`src/acq_pkg.sv`:
```
package acq_pkg;

    //////////////////////////////////////////////////////////////////////
    // constants

    localparam int BURST_PAIRS = 4;              // sample pairs per burst, fixed by payload width

    localparam logic [3:0] TAG_HDR = 4'h1;       // output word carries a fill header
    localparam logic [3:0] TAG_DAT = 4'h2;       // output word carries adc data

    //////////////////////////////////////////////////////////////////////
    // sample types

    typedef struct packed {
        logic [11:0] sample_b;                   // second adc sample
        logic        ovr_b;                      // second over-range
        logic [11:0] sample_a;                   // first adc sample
        logic        ovr_a;                      // first over-range
    } pair_t;

    typedef pair_t [BURST_PAIRS-1:0] burst_t;    // index 0 holds the oldest pair

    typedef enum logic [1:0] {
        FILL_NONE  = 2'd0,                       // not enabled, triggers ignored
        FILL_MUON  = 2'd1,
        FILL_LASER = 2'd2,
        FILL_PED   = 2'd3
    } fill_type_e;

    typedef logic [22:0] burst_cnt_t;            // bursts per fill
    typedef logic [23:0] fill_num_t;             // running fill number

    //////////////////////////////////////////////////////////////////////
    // output word

    typedef struct packed {
        logic [15:0] channel_tag;                // channel info copied into each header
        fill_type_e  fill_type;
        burst_cnt_t  num_bursts;                 // data words that follow this header
        fill_num_t   fill_num;
        logic [62:0] pad;                        // always zero
    } hdr_t;

    typedef struct packed {
        burst_t      pairs;                      // four pairs, pairs[0] oldest
        logic [23:0] pad;                        // always zero
    } dat_t;

    typedef union packed {
        hdr_t hdr;                               // valid when tag is TAG_HDR
        dat_t dat;                               // valid when tag is TAG_DAT
    } payload_u;

    typedef struct packed {
        logic [3:0] tag;
        payload_u   payload;
    } acq_word_t;

    typedef struct packed {
        logic load_params;                       // latch fill params for a new fill
        logic emit_hdr;                          // register a header word
        logic emit_dat;                          // register a data word
        logic burst_dec;                         // one burst sent
        logic fill_inc;                          // fill finished
        logic pattern_clear;                     // restart test pattern
    } ctl_t;

endpackage

```
`src/sample_pipe.sv`:
```
module sample_pipe (
    input  logic           adc_clk,
    input  logic           dummy_dat_reset,
    input  acq_pkg::pair_t adc_dat,              // captured sample pair
    input  logic           pattern_sel,          // 1 selects the counting test pattern
    input  logic           pattern_clear,        // restart pattern at fill start
    output acq_pkg::burst_t burst,               // last four pairs, burst[0] oldest
    output logic           burst_tick            // burst holds four fresh pairs
);
    import acq_pkg::*;

    localparam int PW = $clog2(BURST_PAIRS);

    logic [11:0]   pattern_cnt;                  // test pattern counter
    logic [PW-1:0] phase;                        // pairs shifted in since last tick
    pair_t         pair_new;                     // value for the newest register

    //////////////////////////////////////////////////////////////////////
    // test pattern counter

    always_ff @(posedge adc_clk) begin
        if (dummy_dat_reset || pattern_clear) begin
            pattern_cnt <= '0;
        end else begin
            pattern_cnt <= pattern_cnt + 12'd1; // runs every clock
        end
    end

    always_comb begin
        if (pattern_sel) begin
            pair_new.sample_b = ~pattern_cnt;    // inverted counter
            pair_new.ovr_b    = 1'b0;
            pair_new.sample_a = pattern_cnt;     // plain counter
            pair_new.ovr_a    = 1'b0;
        end else begin
            pair_new = adc_dat;                  // real samples
        end
    end

    //////////////////////////////////////////////////////////////////////
    // burst shift register and phase

    always_ff @(posedge adc_clk) begin
        burst <= {pair_new, burst[BURST_PAIRS-1:1]}; // newest in at the top
    end

    always_ff @(posedge adc_clk) begin
        if (dummy_dat_reset) begin
            phase      <= '0;
            burst_tick <= 1'b0;
        end else begin
            phase      <= phase + 1'b1;          // wraps every BURST_PAIRS cycles
            burst_tick <= (phase == PW'(BURST_PAIRS - 1)); // fourth pair going in now
        end
    end

endmodule

```
`src/fill_param_mux.sv`:
```
module fill_param_mux (
    input  logic                adc_clk,
    input  logic                acq_enable0,
    input  logic                acq_enable1,
    input  acq_pkg::burst_cnt_t muon_num_bursts,
    input  acq_pkg::burst_cnt_t laser_num_bursts,
    input  acq_pkg::burst_cnt_t ped_num_bursts,
    input  logic                load_params,     // fill start
    output acq_pkg::fill_type_e fill_type,       // held for the whole fill
    output acq_pkg::burst_cnt_t num_bursts,      // held for the whole fill
    output logic                acq_enabled      // live, any fill type enabled
);
    import acq_pkg::*;

    fill_type_e type_live;                       // decoded from the enable pins
    burst_cnt_t bursts_live;                     // count for the live type

    assign type_live   = fill_type_e'({acq_enable1, acq_enable0});
    assign acq_enabled = (type_live != FILL_NONE);

    always_comb begin
        case (type_live)
            FILL_MUON:  bursts_live = muon_num_bursts;
            FILL_LASER: bursts_live = laser_num_bursts;
            FILL_PED:   bursts_live = ped_num_bursts;
            default:    bursts_live = '0;        // none enabled
        endcase
    end

    always_ff @(posedge adc_clk) begin
        if (load_params) begin
            fill_type  <= type_live;
            num_bursts <= bursts_live;
        end
    end

endmodule

```
`src/acq_counters.sv`:
```
module acq_counters (
    input  logic                adc_clk,
    input  logic                dummy_dat_reset,
    input  acq_pkg::burst_cnt_t num_bursts,      // latched count from the param mux
    input  logic                load_params,
    input  logic                burst_dec,
    input  logic                fill_inc,
    input  acq_pkg::fill_num_t  initial_fill_num,
    input  logic                initial_fill_num_wr,
    output logic                burst_zero,      // no bursts left in this fill
    output acq_pkg::fill_num_t  fill_num
);
    import acq_pkg::*;

    logic       load_d;                          // num_bursts settles one cycle after load
    burst_cnt_t burst_cnt;                       // bursts still to send

    always_ff @(posedge adc_clk) begin
        if (dummy_dat_reset) begin
            load_d    <= 1'b0;
            burst_cnt <= '0;
        end else begin
            load_d <= load_params;
            if (load_d) begin
                burst_cnt <= num_bursts;
            end else if (burst_dec && (burst_cnt != '0)) begin
                burst_cnt <= burst_cnt - 1'b1;   // one burst out
            end
        end
    end

    assign burst_zero = (burst_cnt == '0);

    //////////////////////////////////////////////////////////////////////
    // fill number

    always_ff @(posedge adc_clk) begin
        if (dummy_dat_reset) begin
            fill_num <= '0;
        end else if (initial_fill_num_wr) begin
            fill_num <= initial_fill_num;        // host write wins
        end else if (fill_inc) begin
            fill_num <= fill_num + 1'b1;
        end
    end

endmodule

```
`src/acq_ctrl_sm.sv`:
```
module acq_ctrl_sm (
    input  logic                adc_clk,
    input  logic                dummy_dat_reset,
    input  logic                acq_reset,       // abort the current fill
    input  logic                acq_trig,        // req of the trigger handshake
    input  acq_pkg::fill_type_e fill_type,       // live fill type
    input  logic                pattern_reset_mode, // channel_tag bit 4
    input  logic                burst_zero,
    input  logic                burst_tick,
    output acq_pkg::ctl_t       ctl,
    output logic                acq_done,        // ack of the trigger handshake
    output logic                sm_idle
);
    import acq_pkg::*;

    typedef enum logic [2:0] {
        ST_IDLE,
        ST_LOAD,
        ST_HDR,
        ST_BURST,
        ST_DONE
    } state_e;

    state_e state;
    state_e state_nxt;
    logic   req_armed;                           // req seen low since last fill
    logic   primed;                              // first tick of the fill passed
    logic   accept;                              // trigger taken this cycle

    assign accept = (state == ST_IDLE) && acq_trig && req_armed && (fill_type != FILL_NONE);

    //////////////////////////////////////////////////////////////////////
    // next state and control strobes

    always_comb begin
        state_nxt = state;
        ctl       = '0;
        case (state)
            ST_IDLE: begin
                if (accept) begin
                    state_nxt = ST_LOAD;
                end
            end
            ST_LOAD: begin
                ctl.load_params   = 1'b1;
                ctl.pattern_clear = pattern_reset_mode; // pattern restarts per fill
                state_nxt         = ST_HDR;
            end
            ST_HDR: begin
                ctl.emit_hdr = 1'b1;
                state_nxt    = ST_BURST;
            end
            ST_BURST: begin
                if (burst_zero) begin
                    ctl.fill_inc = 1'b1;         // last word already out
                    state_nxt    = ST_DONE;
                end else if (burst_tick && primed) begin
                    ctl.emit_dat  = 1'b1;
                    ctl.burst_dec = 1'b1;
                end
            end
            ST_DONE: begin
                if (!acq_trig) begin
                    state_nxt = ST_IDLE;         // req dropped, release ack
                end
            end
            default: begin
                state_nxt = ST_IDLE;
            end
        endcase
        if (acq_reset) begin
            state_nxt = ST_IDLE;                 // abort from any state
            ctl       = '0;
        end
    end

    //////////////////////////////////////////////////////////////////////
    // state registers

    always_ff @(posedge adc_clk) begin
        if (dummy_dat_reset) begin
            state     <= ST_IDLE;
            req_armed <= 1'b0;
            primed    <= 1'b0;
        end else begin
            state <= state_nxt;
            if (!acq_trig) begin
                req_armed <= 1'b1;
            end else if (state == ST_LOAD) begin
                req_armed <= 1'b0;               // trigger consumed
            end
            // skip the first tick so every burst holds post-trigger samples only
            if (state == ST_HDR) begin
                primed <= 1'b0;
            end else if ((state == ST_BURST) && burst_tick) begin
                primed <= 1'b1;
            end
        end
    end

    assign acq_done = (state == ST_DONE);
    assign sm_idle  = (state == ST_IDLE);

endmodule

```
`src/acq_word_mux.sv`:
```
module acq_word_mux (
    input  logic                adc_clk,
    input  logic                dummy_dat_reset,
    input  logic                emit_hdr,
    input  logic                emit_dat,
    input  logic [15:0]         channel_tag,
    input  acq_pkg::fill_type_e fill_type,
    input  acq_pkg::burst_cnt_t num_bursts,
    input  acq_pkg::fill_num_t  fill_num,
    input  acq_pkg::burst_t     burst,           // burst[0] oldest pair
    output acq_pkg::acq_word_t  out_dat,
    output logic                out_valid
);
    import acq_pkg::*;

    hdr_t      hdr_w;                            // header view of the payload
    dat_t      dat_w;                            // data view of the payload
    acq_word_t word_nxt;

    //////////////////////////////////////////////////////////////////////
    // build both views, the tag picks one

    always_comb begin
        hdr_w             = '0;
        hdr_w.channel_tag = channel_tag;
        hdr_w.fill_type   = fill_type;
        hdr_w.num_bursts  = num_bursts;
        hdr_w.fill_num    = fill_num;

        dat_w       = '0;
        dat_w.pairs = burst;                     // keeps oldest at index 0

        if (emit_hdr) begin
            word_nxt.tag         = TAG_HDR;
            word_nxt.payload.hdr = hdr_w;
        end else begin
            word_nxt.tag         = TAG_DAT;
            word_nxt.payload.dat = dat_w;
        end
    end

    //////////////////////////////////////////////////////////////////////
    // output register

    always_ff @(posedge adc_clk) begin
        if (emit_hdr || emit_dat) begin
            out_dat <= word_nxt;                 // holds last word between strobes
        end
    end

    always_ff @(posedge adc_clk) begin
        if (dummy_dat_reset) begin
            out_valid <= 1'b0;
        end else begin
            out_valid <= emit_hdr | emit_dat;    // one cycle per word
        end
    end

endmodule

```
`src/adc_acq_top.sv`:
```
module adc_acq_top (
    input  logic                adc_clk,
    input  logic                dummy_dat_reset,
    input  acq_pkg::pair_t      adc_dat,         // one captured pair per clock
    input  logic [15:0]         channel_tag,     // bit 3 pattern select, bit 4 pattern clear mode
    input  acq_pkg::burst_cnt_t muon_num_bursts,
    input  acq_pkg::burst_cnt_t laser_num_bursts,
    input  acq_pkg::burst_cnt_t ped_num_bursts,
    input  acq_pkg::fill_num_t  initial_fill_num,
    input  logic                initial_fill_num_wr,
    input  logic                acq_enable0,
    input  logic                acq_enable1,
    input  logic                acq_trig,        // req
    input  logic                acq_reset,       // abort
    output logic                acq_enabled,
    output acq_pkg::fill_num_t  fill_num,
    output acq_pkg::acq_word_t  adc_acq_out_dat,
    output logic                adc_acq_out_valid,
    output logic                acq_done,        // ack
    output logic                adc_acq_sm_idle
);
    import acq_pkg::*;

    ctl_t       ctl;                             // strobes from the state machine
    fill_type_e trig_type;                       // live type for trigger accept
    fill_type_e fill_type;                       // latched type for the header
    burst_cnt_t num_bursts;
    logic       burst_zero;
    burst_t     burst;
    logic       burst_tick;

    assign trig_type = fill_type_e'({acq_enable1, acq_enable0});

    acq_ctrl_sm u_ctrl_sm (
        .adc_clk            (adc_clk),
        .dummy_dat_reset    (dummy_dat_reset),
        .acq_reset          (acq_reset),
        .acq_trig           (acq_trig),
        .fill_type          (trig_type),
        .pattern_reset_mode (channel_tag[4]),
        .burst_zero         (burst_zero),
        .burst_tick         (burst_tick),
        .ctl                (ctl),
        .acq_done           (acq_done),
        .sm_idle            (adc_acq_sm_idle)
    );

    fill_param_mux u_fill_param_mux (
        .adc_clk          (adc_clk),
        .acq_enable0      (acq_enable0),
        .acq_enable1      (acq_enable1),
        .muon_num_bursts  (muon_num_bursts),
        .laser_num_bursts (laser_num_bursts),
        .ped_num_bursts   (ped_num_bursts),
        .load_params      (ctl.load_params),
        .fill_type        (fill_type),
        .num_bursts       (num_bursts),
        .acq_enabled      (acq_enabled)
    );

    acq_counters u_counters (
        .adc_clk             (adc_clk),
        .dummy_dat_reset     (dummy_dat_reset),
        .num_bursts          (num_bursts),
        .load_params         (ctl.load_params),
        .burst_dec           (ctl.burst_dec),
        .fill_inc            (ctl.fill_inc),
        .initial_fill_num    (initial_fill_num),
        .initial_fill_num_wr (initial_fill_num_wr),
        .burst_zero          (burst_zero),
        .fill_num            (fill_num)
    );

    sample_pipe u_sample_pipe (
        .adc_clk         (adc_clk),
        .dummy_dat_reset (dummy_dat_reset),
        .adc_dat         (adc_dat),
        .pattern_sel     (channel_tag[3]),
        .pattern_clear   (ctl.pattern_clear),
        .burst           (burst),
        .burst_tick      (burst_tick)
    );

    acq_word_mux u_word_mux (
        .adc_clk         (adc_clk),
        .dummy_dat_reset (dummy_dat_reset),
        .emit_hdr        (ctl.emit_hdr),
        .emit_dat        (ctl.emit_dat),
        .channel_tag     (channel_tag),
        .fill_type       (fill_type),
        .num_bursts      (num_bursts),
        .fill_num        (fill_num),
        .burst           (burst),
        .out_dat         (adc_acq_out_dat),
        .out_valid       (adc_acq_out_valid)
    );

endmodule

```
`config.mk`:
```
export PLATFORM = sky130hd
export DESIGN_NAME = adc_acq_top
export DESIGN_NICKNAME = d
export VERILOG_FILES = /design/src/acq_pkg.sv /design/src/sample_pipe.sv /design/src/fill_param_mux.sv /design/src/acq_counters.sv /design/src/acq_ctrl_sm.sv /design/src/acq_word_mux.sv /design/src/adc_acq_top.sv
export SDC_FILE = /design/constraint.sdc
export NUM_CORES = 1
export LEC_CHECK = 0
export ABC_AREA = 1
export BUFFER_PORTS_ARGS = -buffer_cell sky130_fd_sc_hd__buf_2
export CAP_MARGIN = 20
export CORE_ASPECT_RATIO = 0.9
export CORE_MARGIN = 1
export CORE_UTILIZATION = 57
export DETAILED_ROUTE_END_ITERATION = 6
export GPL_ROUTABILITY_DRIVEN = 0
export GPL_TIMING_DRIVEN = 0
export PLACE_DENSITY = 0.84
export SYNTH_ARGS = -nofsm -noshare
export SYNTH_HDL_FRONTEND = slang
export SYNTH_SLANG_ARGS = --single-unit
```
`constraint.sdc`:
```
create_clock -name adc_clk -period 11.6 [get_ports adc_clk]
set_input_delay 0.58 -clock adc_clk [delete_from_list [all_inputs] [get_ports adc_clk]]
set_output_delay 0.58 -clock adc_clk [all_outputs]
set_load 0.005 [all_outputs]
```
Yosys cells after proc, flatten, opt, wreduce, memory -nomap -nowiden
Index checks and enable logic that the tools add are counted.
{"block": "word_totals", "out_inout_bits": 160, "register_bits": 330, "inputBits": 142, "wordCells": 87}
{"block": "op_classes", "addsub": 4, "muxes": 21, "n_reduce_logical": 17, "eq_ne": 12, "bitwise": 2}
{"operator": "130-bit 2-to-1 mux", "count": 1}
{"operator": "23-bit one-hot mux with 3 select lines", "count": 1}
{"operator": "24-bit 2-to-1 mux", "count": 2}
{"operator": "23-bit 2-to-1 mux", "count": 2}
{"operator": "26-bit 2-to-1 mux", "count": 1}
{"operator": "24-bit by 1-bit adder with 24-bit output, second input constant", "count": 1}
{"operator": "23-bit logical NOT", "count": 1}
{"operator": "23-bit nonzero test", "count": 1}
{"operator": "23-bit by 1-bit subtractor with 23-bit output, second input constant", "count": 1}
{"operator": "3-bit one-hot mux with 5 select lines", "count": 1}
{"operator": "12-bit by 1-bit adder with 12-bit output, second input constant", "count": 1}
{"operator": "3-bit 2-to-1 mux", "count": 4}
{"operator": "12-bit inverter", "count": 1}
{"operator": "2-bit == test, second input constant", "count": 3}
{"operator": "3-bit by 2-bit == test with 1-bit output, second input constant", "count": 2}
{"operator": "1-bit logical AND", "count": 6}
{"operator": "1-bit 2-to-1 mux", "count": 6}
{"operator": "6-bit 2-to-1 mux", "count": 1}
{"operator": "2-bit nonzero test", "count": 3}
{"operator": "2-bit 2-to-1 mux", "count": 2}
{"operator": "2-bit by 1-bit != test with 1-bit output, second input constant", "count": 2}
{"operator": "2-bit != test, second input constant", "count": 2}
{"operator": "2-bit OR reduction", "count": 2}
{"operator": "3-bit by 1-bit == test with 1-bit output, second input constant", "count": 1}
{"operator": "other kinds (7)", "count": 8}

Logic depth before layout (Yosys ltp)
Gate-level depths: netlist (run 1).
{"block": "logic_depth", "ltp_word": 8, "ltp_mapped": 12, "ltp_nobuf": 11}

Hierarchy
Synthesis (run 1) repeated with hierarchy kept, for this count alone.
{"block": "unflattened", "hier_cells": 1382, "area_unflattened_um2": 12413.2}
{"mod": "acq_word_mux", "area_per_inst_um2": 4576.9, "seq_area_each_um2": 3203.1, "n_inst": 1, "cells_each": 430}
{"mod": "acq_counters", "area_per_inst_um2": 3215.6, "seq_area_each_um2": 960.9, "n_inst": 1, "cells_each": 528}
{"mod": "sample_pipe", "area_per_inst_um2": 2985.4, "seq_area_each_um2": 2382.3, "n_inst": 1, "cells_each": 243}
{"mod": "fill_param_mux", "area_per_inst_um2": 1350.0, "seq_area_each_um2": 750.7, "n_inst": 1, "cells_each": 134}
{"mod": "acq_ctrl_sm", "area_per_inst_um2": 285.3, "seq_area_each_um2": 100.1, "n_inst": 1, "cells_each": 47}

Worst setup path before layout (run 1)
Ideal clock, no wire load.
{"block": "synth_path", "path_type": "register -> register", "startpoint": "register u_counters.burst_cnt[0]", "endpoint": "register u_word_mux.out_dat[100] (netlist name) (enable)", "setup_ps": 975, "t_required_ps": 10625, "arrival_ps": 3039, "slack_ps": 7586, "path_stages_with_launch": 10, "n_path_buf": 2, "path_cell_list": "dfxtp_1 > inv_1 > ha_1 > buf_2 > nand3_2 > nor2_4 > nand3_2 > nand2_4 > buf_6 > nand2_1"}
{"block": "synth_via", "elab_chain_len": 5}
{"item": "start: declaration", "line_no": "acq_counters.sv:16", "source": "burst_cnt_t burst_cnt;"}
{"item": "start signal: assignment", "line_no": "acq_counters.sv:25", "source": "burst_cnt <= num_bursts;"}
{"item": "start signal: assignment", "line_no": "acq_counters.sv:27", "source": "burst_cnt <= burst_cnt - 1'b1;"}
{"item": "23-bit logical NOT", "line_no": "acq_counters.sv:32", "source": "assign burst_zero = (burst_cnt == '0);"}
{"item": "2-bit 2-to-1 mux", "line_no": "acq_ctrl_sm.sv:54", "source": "if (burst_zero) begin"}
{"item": "3-bit 2-to-1 mux", "line_no": "acq_ctrl_sm.sv:38", "source": "case (state)"}
{"item": "6-bit 2-to-1 mux", "line_no": "acq_ctrl_sm.sv:71", "source": "if (acq_reset) begin"}
{"item": "1-bit logical OR", "line_no": "acq_word_mux.sv:46", "source": "if (emit_hdr || emit_dat) begin"}
{"item": "end signal: assignment", "line_no": "acq_word_mux.sv:47", "source": "out_dat <= word_nxt;"}
{"item": "end: declaration", "line_no": "acq_word_mux.sv:11", "source": "output acq_pkg::acq_word_t out_dat,"}
No other way between the ends.
A chain may end at the register's enable or synchronous reset.

Final worst setup path (run 1)
{"block": "layout_path", "startpoint": "register u_ctrl_sm.state[2]", "endpoint": "register u_word_mux.out_dat[51] (netlist name) (enable)"}
{"block": "layout_via", "elab_chain_len": 4, "word_cells_on_any_way": 6, "classes_between": "2 x eq/ne; 3 x mux; 1 x reduce/logical"}
{"item": "start: declaration", "line_no": "acq_ctrl_sm.sv:24", "source": "state_e state;"}
{"item": "start signal: assignment", "line_no": "acq_ctrl_sm.sv:86", "source": "state <= state_nxt;"}
{"item": "3-bit by 2-bit == test with 1-bit output", "line_no": "acq_ctrl_sm.sv:38"}
{"item": "1-bit 2-to-1 mux / 3-bit 2-to-1 mux (equally long branches)", "line_no": "acq_ctrl_sm.sv:38"}
{"item": "6-bit 2-to-1 mux (*)", "line_no": "acq_ctrl_sm.sv:71"}
{"item": "1-bit logical OR (*)", "line_no": "acq_word_mux.sv:46"}
Mark *: on every way between the ends. The rest lies on a longest branch, timed or not.

==> results of run 1 <==
==> worst reg2reg max path, cell delays in order (launching register included) <==
cell and delay (ns):
dfxtp_1 0.35, inv_2 0.07, nand2_1 0.08, nor2_1 0.17, inv_2 0.08, nor2_4 0.37
inv_2 0.08, buf_2 0.20, buf_2 0.25, nand2_4 0.46, buf_16 0.38
==> final cells by class <==
cell class                      count  share of cell area
Antenna cell                        6           0.0009786
Buffer                             77             0.02928
Clock buffer                       42             0.05651
Clock inverter                     14            0.009949
Inverter                          118             0.02887
Multi-Input combinational cell    938              0.2782
Sequential cell                   304              0.4821
Tap cell                          286             0.02332
Timing Repair Buffer              274             0.09084
==> stage by stage <==
stage / worst slack (ns) / hold WS (ns) / cells / instance area (um^2)
final: 8.768 / 0.2082 / 2059 / 15340
after global routing: 8.648 / 0.2190 / 2059 / 15340
after CTS: 8.819 / 0.1888 / 2053 / 15330
after detailed placement: 8.774 / 0.3352 / 1997 / 14310
after global placement: 6.370 / 0.3348 / 1996 / 14270
after floorplan: 7.586 / 0.3311 / 1437 / 12550
==> cells in the mapped netlist, types with 2 or more instances <==
cell | n | area share
o21a_1 | 12 | 0.0072
nand3_1 | 105 | 0.042
mux2i_1 | 2 | 0.0016
inv_1 | 112 | 0.034
dfxtp_1 | 173 | 0.28
a21oi_2 | 10 | 0.0070
nand3_2 | 7 | 0.0056
buf_2 | 14 | 0.0056
xnor2_1 | 7 | 0.0049
and2_1 | 3 | 0.0015
o21ai_1 | 13 | 0.0052
buf_4 | 26 | 0.016
nor3_2 | 2 | 0.0016
nor3_1 | 8 | 0.0032
ha_1 | 4 | 0.0040
nor2_2 | 7 | 0.0035
nand4_1 | 9 | 0.0045
edfxtp_1 | 131 | 0.32
or2_2 | 9 | 0.0045
inv_2 | 5 | 0.0015
xor2_1 | 11 | 0.0077
buf_1 | 4 | 0.0012
nand2_1 | 522 | 0.16
nand2_2 | 4 | 0.0020
nand2_4 | 3 | 0.0027
nor2_1 | 89 | 0.027
o21ai_0 | 35 | 0.014
nor2_4 | 4 | 0.0036
clkbuf_1 | 27 | 0.0081
a21oi_1 | 36 | 0.014
buf_6 | 6 | 0.0054
==> final timing paths <==
path / depth (start not counted) / start / slack (ns) / end
worst max-delay path: 10 / u_ctrl_sm.state[2]$_SDFFE_PP0P_ / 8.77 / u_word_mux.out_dat[51]$_SDFFCE_PP0P_
worst min-delay path: 3 / adc_dat[5] / 0.21 / u_sample_pipe.burst[83]$_DFF_P_
worst min register to register: 0 / u_sample_pipe.burst[84]$_DFF_P_ / 0.35 / u_sample_pipe.burst[58]$_DFF_P_
worst max register to register: 10 / u_ctrl_sm.state[2]$_SDFFE_PP0P_ / 8.77 / u_word_mux.out_dat[51]$_SDFFCE_PP0P_
==> power groups by stage <==
| stage | clock, W | combinational [W] | sequential [W] |
|---|---|---|---|
| 2_1_floorplan | 0 | 0.0000980 | 0.00119 |
| 3_3_place_gp | 0 | 0.000156 | 0.00120 |
| 3_5_place_dp | 0 | 0.000161 | 0.00120 |
| 4_1_cts | 0.000981 | 0.000164 | 0.00118 |
| 5_1_grt | 0.00103 | 0.000185 | 0.00118 |
| 6_report | 0.000984 | 0.000167 | 0.00118 |
==> layer usage <==
metal	GRT usage	up-vias
li1	-	5158
met3	0.07643	134
met2	0.4901	771
met4	0.1436	0
met1	0.4425	4947
met5	0	-
==> logic make-up (layout without fill, tap and decap cells) <==
family                   after synthesis  in the layout  share of synthesized area
AO/OA/AOI/OAI                        111            111                    0.05103
XOR/XNOR                              18             18                    0.01266
adder cells (fa/ha/maj)                4              4                   0.004018
buffers and inverters                195            525                    0.07162
flip-flops                           304            304                     0.5939
multiplexers                           2              2                   0.001607
other                                  1             32                  0.0003011
AND/OR/NAND/NOR                      777            777                     0.2649
==> flip-flops by register name (all words and copies together) (netlist names), 2 cells and up <==
signal and cells:
u_word_mux.out_dat 106, u_fill_param_mux.num_bursts 23, u_sample_pipe.burst 104, u_counters.fill_num 24, u_ctrl_sm.state 3, u_fill_param_mux.fill_type 2, u_sample_pipe.phase 2, u_counters.burst_cnt 23
u_sample_pipe.pattern_cnt 12
==> impl_results.md, run 1 <==
- Clock-pin slew on the worst setup and hold paths: roughly 0.06 ns
- Crit path launch type: flip-flop
- WL met3: 4496 um
- Post-Route Skew: between 0.015 and 0.02 ns
- CTS Hold Bufs: 0
- Setup tns final: 0 ns
- Slew headroom: 0.3488
- Final max-slew violation count: 0
- Ports: 302
- Root Buffer: clkbuf_16
- Chip width: approximately 160 um
- Crit-path max FO: 68
- Post-route DRC: 0
- WL/cell: 17.64 um
- Post-cts gate resize count: 0
- Final setup viols: 0
- Number of global-route vias before repair: 10180
- Mapped Avg Cell Area: around 9 um^2
- Power, Total: about 0.0023 W
- Peak VDD IR: between 0.1 and 0.15 mV
- Share of power burned in registers: 0.506
- Most frequent cells in the layout: 521 x nand2_1, 287 x buf_2, 173 x dfxtp_1
- First-pass GRT wire length: between 50000 and 60000 um
- Combinational power share: 0.072
- P&R area growth vs syn: 23.18%
- Total Routing Usage GR: 0.3237
- Post-synth EDFFs: ~130
- Worst setup EP type: flip-flop
- Period utilization: 0.2442
- Yosys reg bits: around 300
- Initial Util: 0.5908
- FF+latch area: 7397 um^2
- Via/cell ratio: 5.347
- Status: completed
- Overflow left after global routing: 0
- Core Area: 21080 um^2
- Warnings, synthesis: 0
- Vias post-DR: 11010
- Worst path most repeated cell: inv_2
- Post-CTS Setup Inserts: 0
- Cells along the critical path: inv_2 -> nand2_1 -> nor2_1 -> inv_2 -> nor2_4 -> inv_2 -> buf_2 -> buf_2 -> nand2_4 -> buf_16
- Leak Pwr: 7.096 nW
- Post-Syn Area: 12460 um^2
- DIE AREA: 22450 um^2
- Post-synth ARST share: 0
- CP required: between 10 and 15 ns
- Clock latency at the later pin of the worst-skew pair: 0.57 ns
- Sequential area share after synthesis: 0.5939
- Post-DP HPWL: 26710 um
- Met2 wire length: 15990 um
- Top cell family by delay on the critical path: simple AND/OR/NAND/NOR gates
- Slowest cell delay on critical path: 0.45 ns
- Cell Pwr Density: approximately 150 nW/um^2
- Number of clock sinks: 304
- Clk network pwr share: 0.422
- Most common cell after layout, fill and taps aside: nand2_1
- CTS tree: done
- Initial antenna violation count: 6
- Critical path buffers and inverters: 6
- Yosys cell types: 43
- Port Buffers: 273
- DR iter-0 viols: 1502
- WL met1: 14200 um
- Share of layout cells above drive strength 1: 0.2383
- Chip height: 142.2 um
- Sw Share: 0.2333
- Multi-input logic area: 4268 um^2
- Post-route ant nets: 0
- Worst slew pin tran: 0.9758 ns
- Fill cells: 1490
- Bufs on Longest Clock Path: 3
- DR pass1 iterations: 6
- Hold/Removal Path Class: input port to flip-flop
- Slowest cell on crit path: nand2_4
- Kind of critical path: flip-flop to flip-flop
- Highest routed layer: met4
- Largest net degree at the start of global routing: 69
- Post-layout util: 0.7278
- Post-synthesis instance total: 1412
- Clock buffer count from CTS: 30
- F_max: 353.1 MHz
- H-tree Lvls: 1
- Routed wire length: 36310 um
- Min cycle time layout: 2.832 ns
- Pint: 0.001788 W
- RSZ-0062 raised after global routing: no
- Post-synth top flop: dfxtp_1
- Final Hold Vio Count: 0
- Critical path data arrival time: 3.06 ns
- MaxCap Viol Count: 0
- Switching pwr: 0.0005438 W
- Nets: 1889
- Row count: 50
No activity file was read; power rests on OpenSTA's default activity.
==> inputs of run 2 (changes only) <==
--- a/config.mk
+++ b/config.mk
@@ -10,11 +10,11 @@
 export CAP_MARGIN = 20
 export CORE_ASPECT_RATIO = 0.9
 export CORE_MARGIN = 1
-export CORE_UTILIZATION = 57
+export CORE_UTILIZATION = 48
 export DETAILED_ROUTE_END_ITERATION = 6
 export GPL_ROUTABILITY_DRIVEN = 0
 export GPL_TIMING_DRIVEN = 0
-export PLACE_DENSITY = 0.84
+export PLACE_DENSITY = 0.76
 export SYNTH_ARGS = -nofsm -noshare
 export SYNTH_HDL_FRONTEND = slang
 export SYNTH_SLANG_ARGS = --single-unit
==> constraint.sdc (replaced) <==
create_clock -name adc_clk -period 2.3 [get_ports adc_clk]
set_input_delay 0.115 -clock adc_clk [delete_from_list [all_inputs] [get_ports adc_clk]]
set_output_delay 0.115 -clock adc_clk [all_outputs]
set_load 0.005 [all_outputs]
==> run 2 against run 1 <==
  * Highest routed layer unchanged
  * Non-clock buffer count is 120 higher
  * Largest cell class unchanged
  * Cell count grew 8.4%
  * Design area is 8.5% higher
  * Setup slack worse by 8.6 ns
==> impl_results.md, run 2 (synthesized netlist as in run 1, its figures left out) <==
- Final max-slew violation count: 0
- DR iter-0 viols: 966
- Root Buffer: clkbuf_16
- Number of global-route vias before repair: between 10000 and 15000
- Ports: 302
- Max reg flops: 106
- F_max: between 400 and 500 MHz
- Largest net degree at the start of global routing: 54
- Clk network pwr share: 0.409
- Crit-path max FO: 10
- Clock buffer count from CTS: 30
- Pint: 0.009119 W
- Setup WS post-layout: 0.1236 ns
- Peak VDD IR: 0.6115 mV
- Post-route DRC: 0
- DR pass1 iterations: 7
- Crit Reg-Reg Startpoint: u_ctrl_sm.state[2]$_SDFFE_PP0P_
- WL met1: 15090 um
- Share of power burned in registers: 0.503
- Post-Route Skew: about 0.0091 ns
- Setup WS pre-CTS: -0.3169 ns
- Via/cell ratio: 5.030
- Hold/Removal Path Class: input port to flip-flop
- Critical Path Source: acq_enable0
- Reg with most FFs: u_word_mux.out_dat
- N_diodes: 0
- Bufs on Longest Clock Path: 3
- Initial antenna violation count: 0
- Number of clock sinks: 304
- Post-CTS Setup Inserts: 0
- Met2 wire length: 17650 um
- Nets: 2012
- Core Area: 25320 um^2
- Post-route ant nets: 0
- Most frequent cells in the layout: 521 x nand2_1, 286 x buf_2, 173 x dfxtp_1
- Power, Total: 0.01182 W
- FF+latch area: 7397 um^2
- Overflow left after global routing: 0
- Port Buffers: 273
- Worst slew pin tran: just over 0.9 ns
- Vias post-DR: 11230
- R2R Path End: u_word_mux.out_dat[87]$_DFFE_PP_
- DIE AREA: 26600 um^2
- P&R area growth vs syn: 33.63%
- WL met3: 3077 um
- Fill cells: 2048
- Total Routing Usage GR: 0.2835
- Status: completed
- Multi-input logic area: 4337 um^2
- Routed wire length: 37760 um
- Setup crit end: u_fill_param_mux.num_bursts[22]$_DFFE_PP_
- CTS tree: done
- Initial Util: 0.4918
- Row count: 55
- Crit path launch type: input port
- CP required: 2.72 ns
- Worst Reg2Reg Path Length in Cells: 9
- Sw Share: 0.2285
- WL/cell: 16.92 um
- MaxCap Viol Count: 0
- Combinational power share: 0.087
- Cell Pwr Density: 710.2 nW/um^2
- Critical path data arrival time: roughly 2.6 ns
- Clock-pin slew on the worst setup and hold paths: around 0.060 ns
- Top Registers: u_word_mux.out_dat (106), u_sample_pipe.burst (104), u_counters.fill_num (24)
- Final Hold Vio Count: 0
- Leak Pwr: between 7 and 8 nW
- RSZ-0062 raised after global routing: no
- Kind of critical path: input port to flip-flop
- Chip height: 154.8 um
- Highest routed layer: met4
- Clock latency at the later pin of the worst-skew pair: 0.55 ns
- Share of layout cells above drive strength 1: 0.2243
- Worst setup EP type: flip-flop
- Chip width: ~170 um
- Most common cell after layout, fill and taps aside: nand2_1
- R2R setup slack: 0.14 ns
- Period utilization: 0.9463
- First-pass GRT wire length: 57060 um
- Post-DP HPWL: 26360 um
- Slew headroom: 0.3924
- Min cycle time layout: 2.176 ns
- Switching pwr: between 0.002 and 0.003 W
- H-tree Lvls: 1
- Final setup viols: 0
[run 2: per-stage QoR]
stage,setup TNS (ns),utilization,cell area [um^2],std cells,hold WS [ns]
after floorplan,0,-,12570,1437,0.2109
after global placement,-25.61,0.5670,14360,2052,0.3113
after detailed placement,-33.03,0.5670,14360,2052,0.3164
after CTS,0,0.6558,16610,2231,0.02057
after global routing,0,0.6573,16640,2232,0.05427
final,0,0.6573,16640,2232,0.05717
[run 2: worst max-delay path, stage by stage]
cell and delay (ns):
dlygate4sd3_1 0.52, buf_2 0.16, inv_1 0.06, nor2_1 0.34
clkbuf_1 0.48, nand2_1 0.21, nand3_1 0.14, dlygate4sd3_1 0.56
[run 2: worst min-delay path by stage]
stage,from,to,depth (start not counted)
after floorplan,acq_trig,u_ctrl_sm.req_armed$_SDFFE_PP0P_,1
after global placement,adc_dat[5],u_sample_pipe.burst[83]$_DFF_P_,3
after detailed placement,adc_dat[5],u_sample_pipe.burst[83]$_DFF_P_,3
after CTS,channel_tag[3],u_sample_pipe.burst[92]$_DFF_P_,3
after global routing,channel_tag[3],u_sample_pipe.burst[93]$_DFF_P_,3
final,channel_tag[3],u_sample_pipe.burst[92]$_DFF_P_,3
[run 2: layout make-up]
type / count / share of cell area
sequential: 304 / 0.4444
clock buffer: 45 / 0.05608
buffer: 77 / 0.02766
multi-input combinational: 941 / 0.2605
tap: 342 / 0.02571
inverter: 118 / 0.02661
timing repair buffer: 394 / 0.1549
clock inverter: 11 / 0.004134
[run 2: what timing repair did]
| action | 4_1_cts | 5_1_grt |
|---|---|---|
| hold endpoints to repair | 92 | 0 |
| setup endpoints to repair | 106 | 80 |
| gates cloned | 2 | 1 |
| hold buffers | 121 | 0 |
| pin swaps | 2 | 1 |
| gates resized for setup | 2 | 5 |
[run 2: power groups by stage]
stage,Clock (W),Combinational [W],Sequential [W]
after floorplan,0,0.000495,0.00600
after global placement,0,0.000797,0.00606
after detailed placement,0,0.000817,0.00606
after CTS,0.00490,0.00100,0.00594
after global routing,0.00511,0.00114,0.00596
final,0.00484,0.00103,0.00595
[run 2: per-layer routing]
layer | GRT usage | vias up
li1 | - | 5396
met1 | 0.3611 | 5064
met2 | 0.4714 | 645
met3 | 0.03889 | 121
met4 | 0.1429 | 0
met5 | 0 | -
==> inputs of run 3 (changes only) <==
--- a/config.mk
+++ b/config.mk
@@ -5,7 +5,6 @@
 export SDC_FILE = /design/constraint.sdc
 export NUM_CORES = 1
 export LEC_CHECK = 0
-export ABC_AREA = 1
 export BUFFER_PORTS_ARGS = -buffer_cell sky130_fd_sc_hd__buf_2
 export CAP_MARGIN = 20
 export CORE_ASPECT_RATIO = 0.9
==> run 3 against run 2 <==
  * The run now ends with negative setup slack left
  * Routed wire length down 4.1%
  * Critical path depth stayed put
  * Clock power down 3%
  * Flip-flop and latch count is the same
  * Total power shrank 2.3%
  * Largest power group unchanged
  * Register-to-register slack got worse by 0.17 ns
  * Area after synthesis fell by 5.9%
  * Non-clock buffer count up 17
  * Worst hold slack worse by 0.053 ns
  * Die area fell by 5.8%
  * Clock-buffer cell count decreased by 8
  * Combinational power down 12%
==> impl_results.md, run 3 <==
- Number of clock sinks: around 300
- Most frequent cells in the layout: 274 x buf_2, 206 x nand2_1, 165 x dfxtp_1
- Top Registers: u_word_mux.out_dat (106), u_sample_pipe.burst (104), u_counters.fill_num (24)
- MaxCap Viol Count: 0
- Power, Total: 0.01155 W
- Synth cell count leaders: 208 x nand2_1, 173 x dfxtp_1, 131 x edfxtp_1
- Leak Pwr: 6.762 nW
- N_diodes: 0
- Post-synth top flop: dfxtp_1
- Bufs on Longest Clock Path: 3
- Top cells by area, synth: edfxtp_1 34%, dfxtp_1 30%, nand2_1 6.7%, mux2_2 3.4%, nor2_1 2.2%
- Final hold slack: 0.004088 ns
- Area share of the largest cell type after synthesis: 0.3356
- Worst slew pin tran: 0.7933 ns
- Peak VDD IR: 0.4793 mV
- Core Area: 23670 um^2
- Reg with most FFs: u_word_mux.out_dat
- Number of global-route vias before repair: 9660
- Vias post-DR: 9880
- Post-synthesis instance total: 1042
- Area after DPL: 13640 um^2
- Row count: 53
- Yosys cell types: 53
- Most common cell after layout, fill and taps aside: buf_2
- Post-synth ARST share: 0
- Hold/Removal Path Class: input port to flip-flop
- Post-synth EDFFs: 131
- Min cycle time layout: 2.326 ns
- Yosys reg bits: 304
- Final max-slew violation count: 0
- Failing checks: negative setup slack
- Clock-pin slew on the worst setup and hold paths: 0.07 ns
- Sequential area share after synthesis: 0.6310
- Overflow left after global routing: 0
- Clk network pwr share: 0.406
- Final Hold Vio Count: 0
- Period utilization: 1.011
- Final setup viols: 54
- Most used routing layer in global routing: met2
- Routed wire length: 36230 um
- DR pass1 iterations: 5
- WL/cell: roughly 20 um
- Clock latency at the later pin of the worst-skew pair: roughly 0.54 ns
- Combinational power share: 0.079
- CP required: around 2.8 ns
- Switching pwr: 0.002573 W
- Met2 usage: 0.4735
- Final cell count without fillers: 1831
- Post-DP HPWL: 24120 um
- Via/cell ratio: 5.396
- Port Buffers: 273
- Synth area leader: edfxtp_1
- Chip width: 166.7 um
- Met3 Track Usage GR: 0.05494
- Post-Syn Area: 11720 um^2
- Kind of critical path: flip-flop to flip-flop
- P&R area growth vs syn: 36.86%
- DIE AREA: 25050 um^2
- Pint: 0.008974 W
- RSZ-0062 raised after global routing: yes
- Post-route ant nets: 0
- Root Buffer: clkbuf_16
- Chip height: 150.3 um
- First-pass GRT wire length: 53920 um
- Post-layout util: 0.6777
- Cell Pwr Density: around 720 nW/um^2
- Share of power burned in registers: 0.516
- Initial Util: 0.4952
- Crit path launch type: flip-flop
- Warnings, synthesis: 0
- Worst setup EP type: flip-flop
- Initial antenna violation count: 0
- Ports: 302
- Status: finished with violations
- Most frequent cell after synthesis: nand2_1
- Clock buffer count from CTS: 28
- Slew headroom: 0.4711
- Share of layout cells above drive strength 1: 0.2904
- Setup WS post-layout: -0.02605 ns
- Sw Share: 0.2228
- Post-Route Skew: 0.009017 ns
- H-tree Lvls: 1
- F_max: 429.9 MHz
- Max reg flops: 106
- Mapped Avg Cell Area: 11.25 um^2
- Dpl cells: 1643
- Nets: 1653
- Critical path data arrival time: ~2.8 ns
- CTS tree: done
- Design Area, Final: 16040 um^2
- Largest net degree at the start of global routing: 54
- Total Routing Usage GR: 0.2838
- Post-route DRC: 0
- DR iter-0 viols: 910
- Met1 Track Usage GR: 0.3704
- Crit-path max FO: 6
==> run 3: changes by cell type in the layout (fill, tap and decap cells not counted), sizes merged, moves of 13 or more <==
cell	previous run	this run
a211oi	1	26
a22o	0	23
a21oi	46	7
nand3	112	18
a311oi	0	18
inv	120	27
and2	3	40
nand2	532	210
o21ai	48	17
mux2	0	35
clkbuf	72	85
nor2	101	68
==> run 3: critical path, cell delays in order (launching register included) <==
cell      delay (ns)
dfxtp_4         0.36
inv_4           0.05
ha_4            0.12
nor4b_4         0.18
buf_4           0.18
nand4b_4        0.14
or4_4           0.61
or3_1           0.34
a311oi_2        0.25
==> run 3: worst paths after layout <==
check / slack, ns / endpoint / cells after the start / start
worst max-delay path: -0.03 / u_counters.fill_num[23]$_SDFFE_PP0P_ / 8 / u_counters.burst_cnt[0]$_SDFFE_PP0P_
worst min-delay path: 0.004 / u_fill_param_mux.num_bursts[10]$_DFFE_PP_ / 3 / laser_num_bursts[10]
worst max register to register: -0.03 / u_counters.fill_num[23]$_SDFFE_PP0P_ / 8 / u_counters.burst_cnt[0]$_SDFFE_PP0P_
worst min register to register: 0.34 / u_sample_pipe.burst[0]$_DFF_P_ / 0 / u_sample_pipe.burst[26]$_DFF_P_
==> run 3: per-layer routing <==
metal  wire length [um]  part of all wire
met4               1225             0.034
met5                  0                 0
met3               3306             0.091
met1              14880              0.41
met2              16810              0.46
==> run 3: area by class of cell <==
type / instances / area, um^2
multi-input combinational: 656 / 4101
clock buffer: 37 / 765.7
clock inverter: 15 / 152.6
tap: 302 / 377.9
buffer: 78 / 412.9
inverter: 29 / 111.4
timing repair buffer: 410 / 2709
sequential: 304 / 7412
fill: 1723 / 7631
==> run 3: through the flow <==
| stage | setup TNS, ns | setup slack, ns |
|---|---|---|
| 4_1_cts | -0.2413 | -0.007382 |
| 6_report | -0.5096 | -0.02605 |
| 3_3_place_gp | -95.76 | -0.7376 |
| 3_5_place_dp | -91.78 | -0.7990 |
| 5_1_grt | -3.130 | -0.1164 |
| 2_1_floorplan | 0 | 0.003597 |
==> run 3: what timing repair did <==
item | in CTS | in global routing
resized for setup | 23 | 23
pin swaps | 10 | 19
endpoints found under the setup margin | 137 | 143
cloned | 1 | 1
setup buffers | 15 | 5
hold buffers | 116 | 0
hold endpoints to repair | 97 | 0
==> run 3: logic make-up (layout without fill, tap and decap cells) <==
kind of cell	after synthesis	count (layout)	synth area share
AND/OR/NAND/NOR	425	427	0.1756
flip-flops	304	304	0.6310
AO/OA/AOI/OAI	123	123	0.07973
buffers and inverters	109	569	0.04344
multiplexers	48	48	0.04472
XOR/XNOR	28	28	0.02092
adder cells (fa/ha/maj)	4	4	0.004270
other	1	26	0.0003199
==> run 3: power groups by stage <==
stage | logic, W | registers (W) | clock network [W]
floorplan | 0.000391 | 0.00600 | 0
global placement | 0.000652 | 0.00606 | 0
detailed placement | 0.000665 | 0.00607 | 0
CTS | 0.000847 | 0.00595 | 0.00472
global route | 0.000976 | 0.00597 | 0.00492
finish | 0.000908 | 0.00595 | 0.00468
